==> src/source/alu_pkg.sv <==
package alu_pkg;

	// Datapath width for operands and results
	localparam int ALU_W = 32;

	// Opcode field width
	localparam int ALU_OP_W = 3;

	// Operation codes
	// 100 and 110 are reserved and left unnamed
	// They fall to the default arm of the core and return zeros
	typedef enum logic [ALU_OP_W-1:0] {
		OP_ADD = 3'b000, // a + b
		OP_SUB = 3'b001, // a - b via a + ~b + 1
		OP_MUL = 3'b010, // Low word of unsigned product
		OP_SLL = 3'b011, // Logical shift left by b
		OP_XOR = 3'b101, // Bitwise exclusive-or
		OP_SRL = 3'b111  // Logical shift right by b
	} alu_op_t;

	// Condition flags with n in the top bit
	typedef struct packed {
		logic n; // Negative
		logic z; // Zero
		logic c; // Carry out, or no borrow on subtract
		logic v; // Signed overflow
	} alu_flags_t;

	// Request payload of 68 bits
	typedef struct packed {
		alu_op_t          op;
		logic [ALU_W-1:0] a;
		logic [ALU_W-1:0] b;
		logic             set_flags; // Commit flags on delivery
	} alu_req_t;

	// Response payload of 37 bits
	typedef struct packed {
		logic [ALU_W-1:0] result;
		alu_flags_t       flags;
		logic             set_flags; // Copied from the request
	} alu_rsp_t;

endpackage

==> src/source/alu_adder.sv <==
`timescale 1ns/1ps

// Shared by the add and subtract paths of the core
module alu_adder import alu_pkg::*; (
	input  logic [ALU_W-1:0] a,
	input  logic [ALU_W-1:0] b,
	input  logic             carry_in,
	input  logic             invert_b, // Set for subtract
	output logic [ALU_W-1:0] sum,
	output alu_flags_t       flags
);

	logic [ALU_W-1:0] b_eff; // b after optional inversion
	logic             carry_out;
	logic             a_msb;
	logic             b_msb;
	logic             s_msb;

	assign b_eff = invert_b ? ~b : b;

	// One wide add picks up the carry out of the top bit
	assign {carry_out, sum} = {1'b0, a} + {1'b0, b_eff} + {{ALU_W{1'b0}}, carry_in};

	// Sign bits for overflow
	assign a_msb = a[ALU_W-1];
	assign b_msb = b_eff[ALU_W-1];
	assign s_msb = sum[ALU_W-1];

	// Same-sign operands with a sum of the other sign
	assign flags.v = (a_msb == b_msb) && (s_msb != a_msb);
	assign flags.c = carry_out;
	assign flags.n = s_msb;
	assign flags.z = (sum == '0); // All bits clear

endmodule

==> src/source/alu_core.sv <==
`timescale 1ns/1ps

// Purely combinational, no clock in here
module alu_core import alu_pkg::*; (
	input  alu_req_t req,
	output alu_rsp_t rsp
);

	logic [ALU_W-1:0]   add_sum;
	logic [ALU_W-1:0]   sub_sum;
	alu_flags_t         add_flags;
	alu_flags_t         sub_flags;
	logic [2*ALU_W-1:0] prod;     // Full unsigned product
	logic               prod_hi;  // High word nonzero
	alu_flags_t         mul_flags;
	logic [ALU_W-1:0]   sll_res;
	logic [ALU_W-1:0]   srl_res;
	logic [ALU_W-1:0]   xor_res;
	logic               rsv_op;   // Opcode 100 or 110

	// Plain add
	alu_adder u_add (
		.a        (req.a),
		.b        (req.b),
		.carry_in (1'b0),
		.invert_b (1'b0),
		.sum      (add_sum),
		.flags    (add_flags)
	);

	// a + ~b + 1 for subtract
	alu_adder u_sub (
		.a        (req.a),
		.b        (req.b),
		.carry_in (1'b1),
		.invert_b (1'b1),
		.sum      (sub_sum),
		.flags    (sub_flags)
	);

	// Multiply flags come from the 64-bit product
	assign prod    = req.a * req.b;
	assign prod_hi = |prod[2*ALU_W-1:ALU_W];

	assign mul_flags.n = prod[ALU_W-1];
	assign mul_flags.z = (prod[ALU_W-1:0] == '0);
	assign mul_flags.c = prod_hi; // Lost high bits
	assign mul_flags.v = prod_hi;

	// Whole b is the shift amount so 32 and up gives zero
	assign sll_res = req.a << req.b;
	assign srl_res = req.a >> req.b;
	assign xor_res = req.a ^ req.b;

	// Reserved codes are whatever is not a named op
	assign rsv_op = !(req.op inside {OP_ADD, OP_SUB, OP_MUL, OP_SLL, OP_XOR, OP_SRL});

	// Result and flag select
	always_comb begin
		rsp.set_flags = req.set_flags; // Passes straight through
		case (req.op)
			OP_ADD: begin
				rsp.result = add_sum;
				rsp.flags  = add_flags;
			end
			OP_SUB: begin
				rsp.result = sub_sum;
				rsp.flags  = sub_flags;
			end
			OP_MUL: begin
				rsp.result = prod[ALU_W-1:0];
				rsp.flags  = mul_flags;
			end
			OP_SLL: begin
				rsp.result = sll_res;
				rsp.flags  = '0; // Logic ops leave flags clear
			end
			OP_XOR: begin
				rsp.result = xor_res;
				rsp.flags  = '0;
			end
			OP_SRL: begin
				rsp.result = srl_res;
				rsp.flags  = '0;
			end
			default: begin
				rsp.result = '0; // Reserved
				rsp.flags  = '0;
			end
		endcase
	end

	// Reserved opcodes must give all zeros out of the whole select
	always_comb begin
		if (rsv_op) begin
			a_rsv_zero: assert final (rsp.result == '0 && rsp.flags == '0)
				else $error("reserved op %b gave nonzero output", req.op);
		end
	end

endmodule

==> src/source/pipe_stage.sv <==
`timescale 1ns/1ps

// Single-entry register slice with a valid/ready handshake
module pipe_stage #(
	parameter type T = logic
) (
	input  logic clk,
	input  logic rst,
	input  logic in_valid,
	output logic in_ready,
	input  T     in_data,
	output logic out_valid,
	input  logic out_ready,
	output T     out_data
);

	logic load; // Upstream transfer this cycle

	// Room when empty or when the held item leaves this cycle
	assign in_ready = !out_valid || out_ready;
	assign load     = in_valid && in_ready;

	// Valid flag
	always_ff @(posedge clk) begin
		if (rst) begin
			out_valid <= 1'b0;
		end else if (in_ready) begin
			out_valid <= in_valid; // Refill or drain
		end
	end

	// Payload has no reset
	always_ff @(posedge clk) begin
		if (load) begin
			out_data <= in_data;
		end
	end

	// Held data must not move under back-pressure
	a_data_stable: assert property (@(posedge clk) disable iff (rst)
		out_valid && !out_ready |=> $stable(out_data))
		else $error("out_data changed while stalled");

	// Once offered, an item stays offered until taken
	a_valid_hold: assert property (@(posedge clk) disable iff (rst)
		out_valid && !out_ready |=> out_valid)
		else $error("out_valid dropped before accept");

endmodule

==> src/source/alu_flag_reg.sv <==
`timescale 1ns/1ps

// Architectural NZCV state
module alu_flag_reg import alu_pkg::*; (
	input  logic       clk,
	input  logic       rst,
	input  logic       rsp_valid,
	input  logic       rsp_ready,
	input  alu_rsp_t   rsp,
	output alu_flags_t flags
);

	logic delivered; // Response handshake
	logic update;    // Handshake with set_flags

	assign delivered = rsp_valid && rsp_ready;
	assign update    = delivered && rsp.set_flags;

	// Loads only on a delivered flag-setting result
	always_ff @(posedge clk) begin
		if (rst) begin
			flags <= '0;
		end else if (update) begin
			flags <= rsp.flags;
		end
	end

	// Any change traces back to an update one edge earlier
	a_flags_change: assert property (@(posedge clk) disable iff (rst)
		!$stable(flags) |-> $past(update))
		else $error("flags changed without a flag-setting response");

endmodule

==> src/source/alu_unit.sv <==
`timescale 1ns/1ps

// Request slice, core, response slice, flag register
module alu_unit import alu_pkg::*; (
	input  logic       clk,
	input  logic       rst,
	input  logic       req_valid,
	output logic       req_ready,
	input  alu_req_t   req,
	output logic       rsp_valid,
	input  logic       rsp_ready,
	output alu_rsp_t   rsp,
	output alu_flags_t flags
);

	alu_req_t core_req;  // Registered request into the core
	alu_rsp_t core_rsp;  // Combinational result
	logic     mid_valid; // Between the two stages
	logic     mid_ready;

	// Input slice
	pipe_stage #(
		.T (alu_req_t)
	) u_req_stage (
		.clk       (clk),
		.rst       (rst),
		.in_valid  (req_valid),
		.in_ready  (req_ready),
		.in_data   (req),
		.out_valid (mid_valid),
		.out_ready (mid_ready), // Straight from the output slice
		.out_data  (core_req)
	);

	alu_core u_core (
		.req (core_req),
		.rsp (core_rsp)
	);

	// Output slice
	pipe_stage #(
		.T (alu_rsp_t)
	) u_rsp_stage (
		.clk       (clk),
		.rst       (rst),
		.in_valid  (mid_valid),
		.in_ready  (mid_ready),
		.in_data   (core_rsp),
		.out_valid (rsp_valid),
		.out_ready (rsp_ready),
		.out_data  (rsp)
	);

	// Watches the external response handshake
	alu_flag_reg u_flag_reg (
		.clk       (clk),
		.rst       (rst),
		.rsp_valid (rsp_valid),
		.rsp_ready (rsp_ready),
		.rsp       (rsp),
		.flags     (flags)
	);

endmodule

==> config.mk <==
export PLATFORM = sky130hd
export DESIGN_NAME = alu_unit
export DESIGN_NICKNAME = d
export VERILOG_FILES = /design/src/source/alu_pkg.sv /design/src/source/alu_adder.sv /design/src/source/alu_core.sv /design/src/source/pipe_stage.sv /design/src/source/alu_flag_reg.sv /design/src/source/alu_unit.sv
export SDC_FILE = /design/constraint.sdc
export NUM_CORES = 2
export LEC_CHECK = 0
export ABC_AREA = 1
export BUFFER_PORTS_ARGS = -buffer_cell sky130_fd_sc_hd__buf_4
export CAP_MARGIN = 20
export CORE_ASPECT_RATIO = 0.5
export CORE_MARGIN = 10
export CORE_UTILIZATION = 55
export CTS_CLUSTER_DIAMETER = 30
export DETAILED_ROUTE_END_ITERATION = 6
export PLACE_DENSITY = 0.71
export SETUP_SLACK_MARGIN = 0.3
export SLEW_MARGIN = 10
export SYNTH_ARGS = -nofsm -noshare
export SYNTH_HDL_FRONTEND = slang
export SYNTH_SLANG_ARGS = --single-unit
==> constraint.sdc <==
create_clock -name clk -period 10.07 [get_ports clk]
set_input_delay 1.007 -clock clk [delete_from_list [all_inputs] [get_ports clk]]
set_output_delay 1.007 -clock clk [all_outputs]
set_load 0.03 [all_outputs]
==> impl_metrics.yaml <==
outcome:
  run_status: "finished, final reports clean"
logic_synthesis:
  yosys.area.top_type_share_pct: 37.6
  synthXorXnorAreaFrac_pct: 1.08
  yosysTopAreaCell: "fa_1"
  syn-num-nets: 8165
  ys_async_sr_fraction_pct: 0
  syn_area_per_cell_um2: 6.96
  ys_seq_elements: 111
  synth_fa_ha_area_share_pct: 46.2
  yosysSeqAreaShare_pct: 6.85
  yosys.area_share.simple_pct: 25.8
  ys_types: 45
  syn_inst: 6867
  synth_top_family_by_area: "adder cells"
  synth-compound-area-share_pct: 3.77
  synthMuxAreaShare_pct: 0
  synth-edff-count: 105
  synthTopCellsByArea: "fa_1, nand2_1, inv_1"
  yosys_warnings: 0
  synth_ff_type: "edfxtp_1"
  synth_area_um2: 47800
layout:
  drive_gt1_share_pct: 4.01
  final_cell_mix: "nand2_1, inv_1, fa_1"
  n_fill_cell: 8285
  areaGrowthSynthToFinish_pct: 5.13
  nets: 8099
  layout_commonest_cell: "nand2_1"
timing:
  final.setup_skew_ns: 0.0450
  hold_viol: 0
  slew-limit-headroom_pct: 18.8
  setup_violations: 0
  fin_setup_tns_ns: 0
  rsz0062_at_grt: "false"
  period_minus_slack_ns: 8.67
  post-route-period-util_pct: 86.1
  worst_pin_slew_ns: 1.22
  drv_slew: 0
  max_freq_mhz: 115
floorplan:
  die_x_um: 437
  placementRows: 76
  dieArea_um2: 99800
  ios: 115
  dieHeight_um: 228
  initial_core_util_pct: 55.5
  coreArea_um2: 86200
critical_path:
  end_kind: "register"
  arrival_ns: 8.84
  required_ns: 10.24
  critPathMaxStageDelay_ns: 0.93
  cp_max_fo: 23
  start_kind: "register"
  crit_type: "register to register"
  crit_slowest_cell: "edfxtp_1"
  rrSetupSlack_ns: 1.40
cts:
  cts_sinks: 111
  clk_pin_slew_worst_paths_ns: 0.10
  htree_num_levels: 3
  cts.path.max_buffers: 2
  numCtsBuffers: 9
  hold_buffers: 0
  root_buffer: "clkbuf_16"
  cts.repair.resized: 0
  cts_tree: "done"
  insertion_delay_ns: 0.44
  post_cts_buffers: 0
route:
  via_count: 44800
  drc: 0
  ant_nets: 0
  via_per_inst: 5.61
  drt-total-wl_um: 186000
  wl_per_cell_um: 23.3
  drt_iter0_markers: 5582
  drt_first_pass_iters: 7
grt:
  antenna_found_initial: 6
  grt_overflow: 0
  grt_pass1_vias: 45900
  grt_pass1_wl_um: 283000
  grtUsageTotal_pct: 37.3
  grt_max_degree: 81
placed_design:
  port_buffers: 114
  dp_hpwl_um: 154000
  gp_congestion: 1.06
flow_run:
  drv_cap: 0
hold_path:
  hp-class: "register to register"
layout make-up:
class | instances | area, µm² | area share [%]
inverters | 1765 | 6630 | 13.2
multi-input cells | 4688 | 36700 | 73.1
repair buffers | 226 | 1850 | 3.68
flip-flops and latches | 111 | 3270 | 6.51
clock inverters | 7 | 70.1 | 0.139
clock buffers | 9 | 225 | 0.448
well taps | 1170 | 1460 | 2.91
diodes | 5 | 12.5 | 0.0249
routing by layer:
metal	vias to the layer above	wire, µm	global-route usage, %
met4	2	11900	19.6
met3	565	22100	9.28
met5	-	11	0
met1	21700	72800	48.9
li1	19800	-	-
met2	2771	79400	56.9
metrics by stage:
stage               hold slack (ns)  area (µm²)  instances  utilization [%]  setup WS [ns]
finish                        0.438       50200       7981             58.3           1.40
floorplan                     0.400       47800       6867                -           2.70
global placement              0.403       49900       7955             57.9           1.58
global route                  0.454       50200       7976             58.3           1.07
CTS                           0.442       50200       7974             58.3           1.57
detailed placement            0.420       49900       7958             57.9           1.60
cell usage after synthesis (5+ instances only):
| library cell | instances |
|---|---|
| xor2_1 | 37 |
| o221ai_1 | 10 |
| a21o_1 | 12 |
| xnor2_1 | 22 |
| o21bai_1 | 11 |
| dfxtp_1 | 6 |
| o21ai_1 | 23 |
| nor2_1 | 301 |
| a21boi_0 | 5 |
| nand3_1 | 348 |
| buf_1 | 42 |
| o21ai_0 | 66 |
| o22ai_1 | 13 |
| ha_1 | 329 |
| nand3b_1 | 12 |
| a21oi_1 | 152 |
| and2_1 | 6 |
| clkbuf_1 | 237 |
| and3_1 | 5 |
| edfxtp_1 | 105 |
| inv_1 | 1750 |
| nand4_1 | 49 |
| buf_2 | 20 |
| nand2_2 | 7 |
| fa_1 | 897 |
| nand2_1 | 2308 |
| nor3_1 | 40 |
| inv_2 | 15 |
sequential cells by signal, indices dropped and copies added (netlist names):
register	count
u_rsp_stage.out_valid	1
u_rsp_stage.out_data	37
u_flag_reg.flags	4
u_req_stage.out_valid	1
u_req_stage.out_data	68
kinds of logic after synthesis:
logic type | after synthesis
adder cells (fa/ha/maj) | 1226
AND/OR/NAND/NOR | 3084
XOR/XNOR | 59
flip-flops | 111
buffers and inverters | 2068
AO/OA/AOI/OAI | 319
worst max-delay path: cells and delay by family, from the launching register on:
kind                     cells  cell delay (ns)
AO/OA/AOI/OAI                2             0.38
adder cells (fa/ha/maj)      9             4.30
buffers and inverters        6             0.80
flip-flops                   1             0.93
AND/OR/NAND/NOR             14             1.99
worst paths after layout:
kind,startpoint,end,cells past startpoint
setup / recovery,u_req_stage.out_data[44],u_rsp_stage.out_data[1],31
hold / removal,u_req_stage.out_data[0],u_rsp_stage.out_data[0],0
setup reg to reg,u_req_stage.out_data[44],u_rsp_stage.out_data[1],31
hold reg to reg,u_req_stage.out_data[0],u_rsp_stage.out_data[0],0
Power is not shown: default switching activity piles up to over one toggle a cycle in this logic, so the estimate is an artifact.
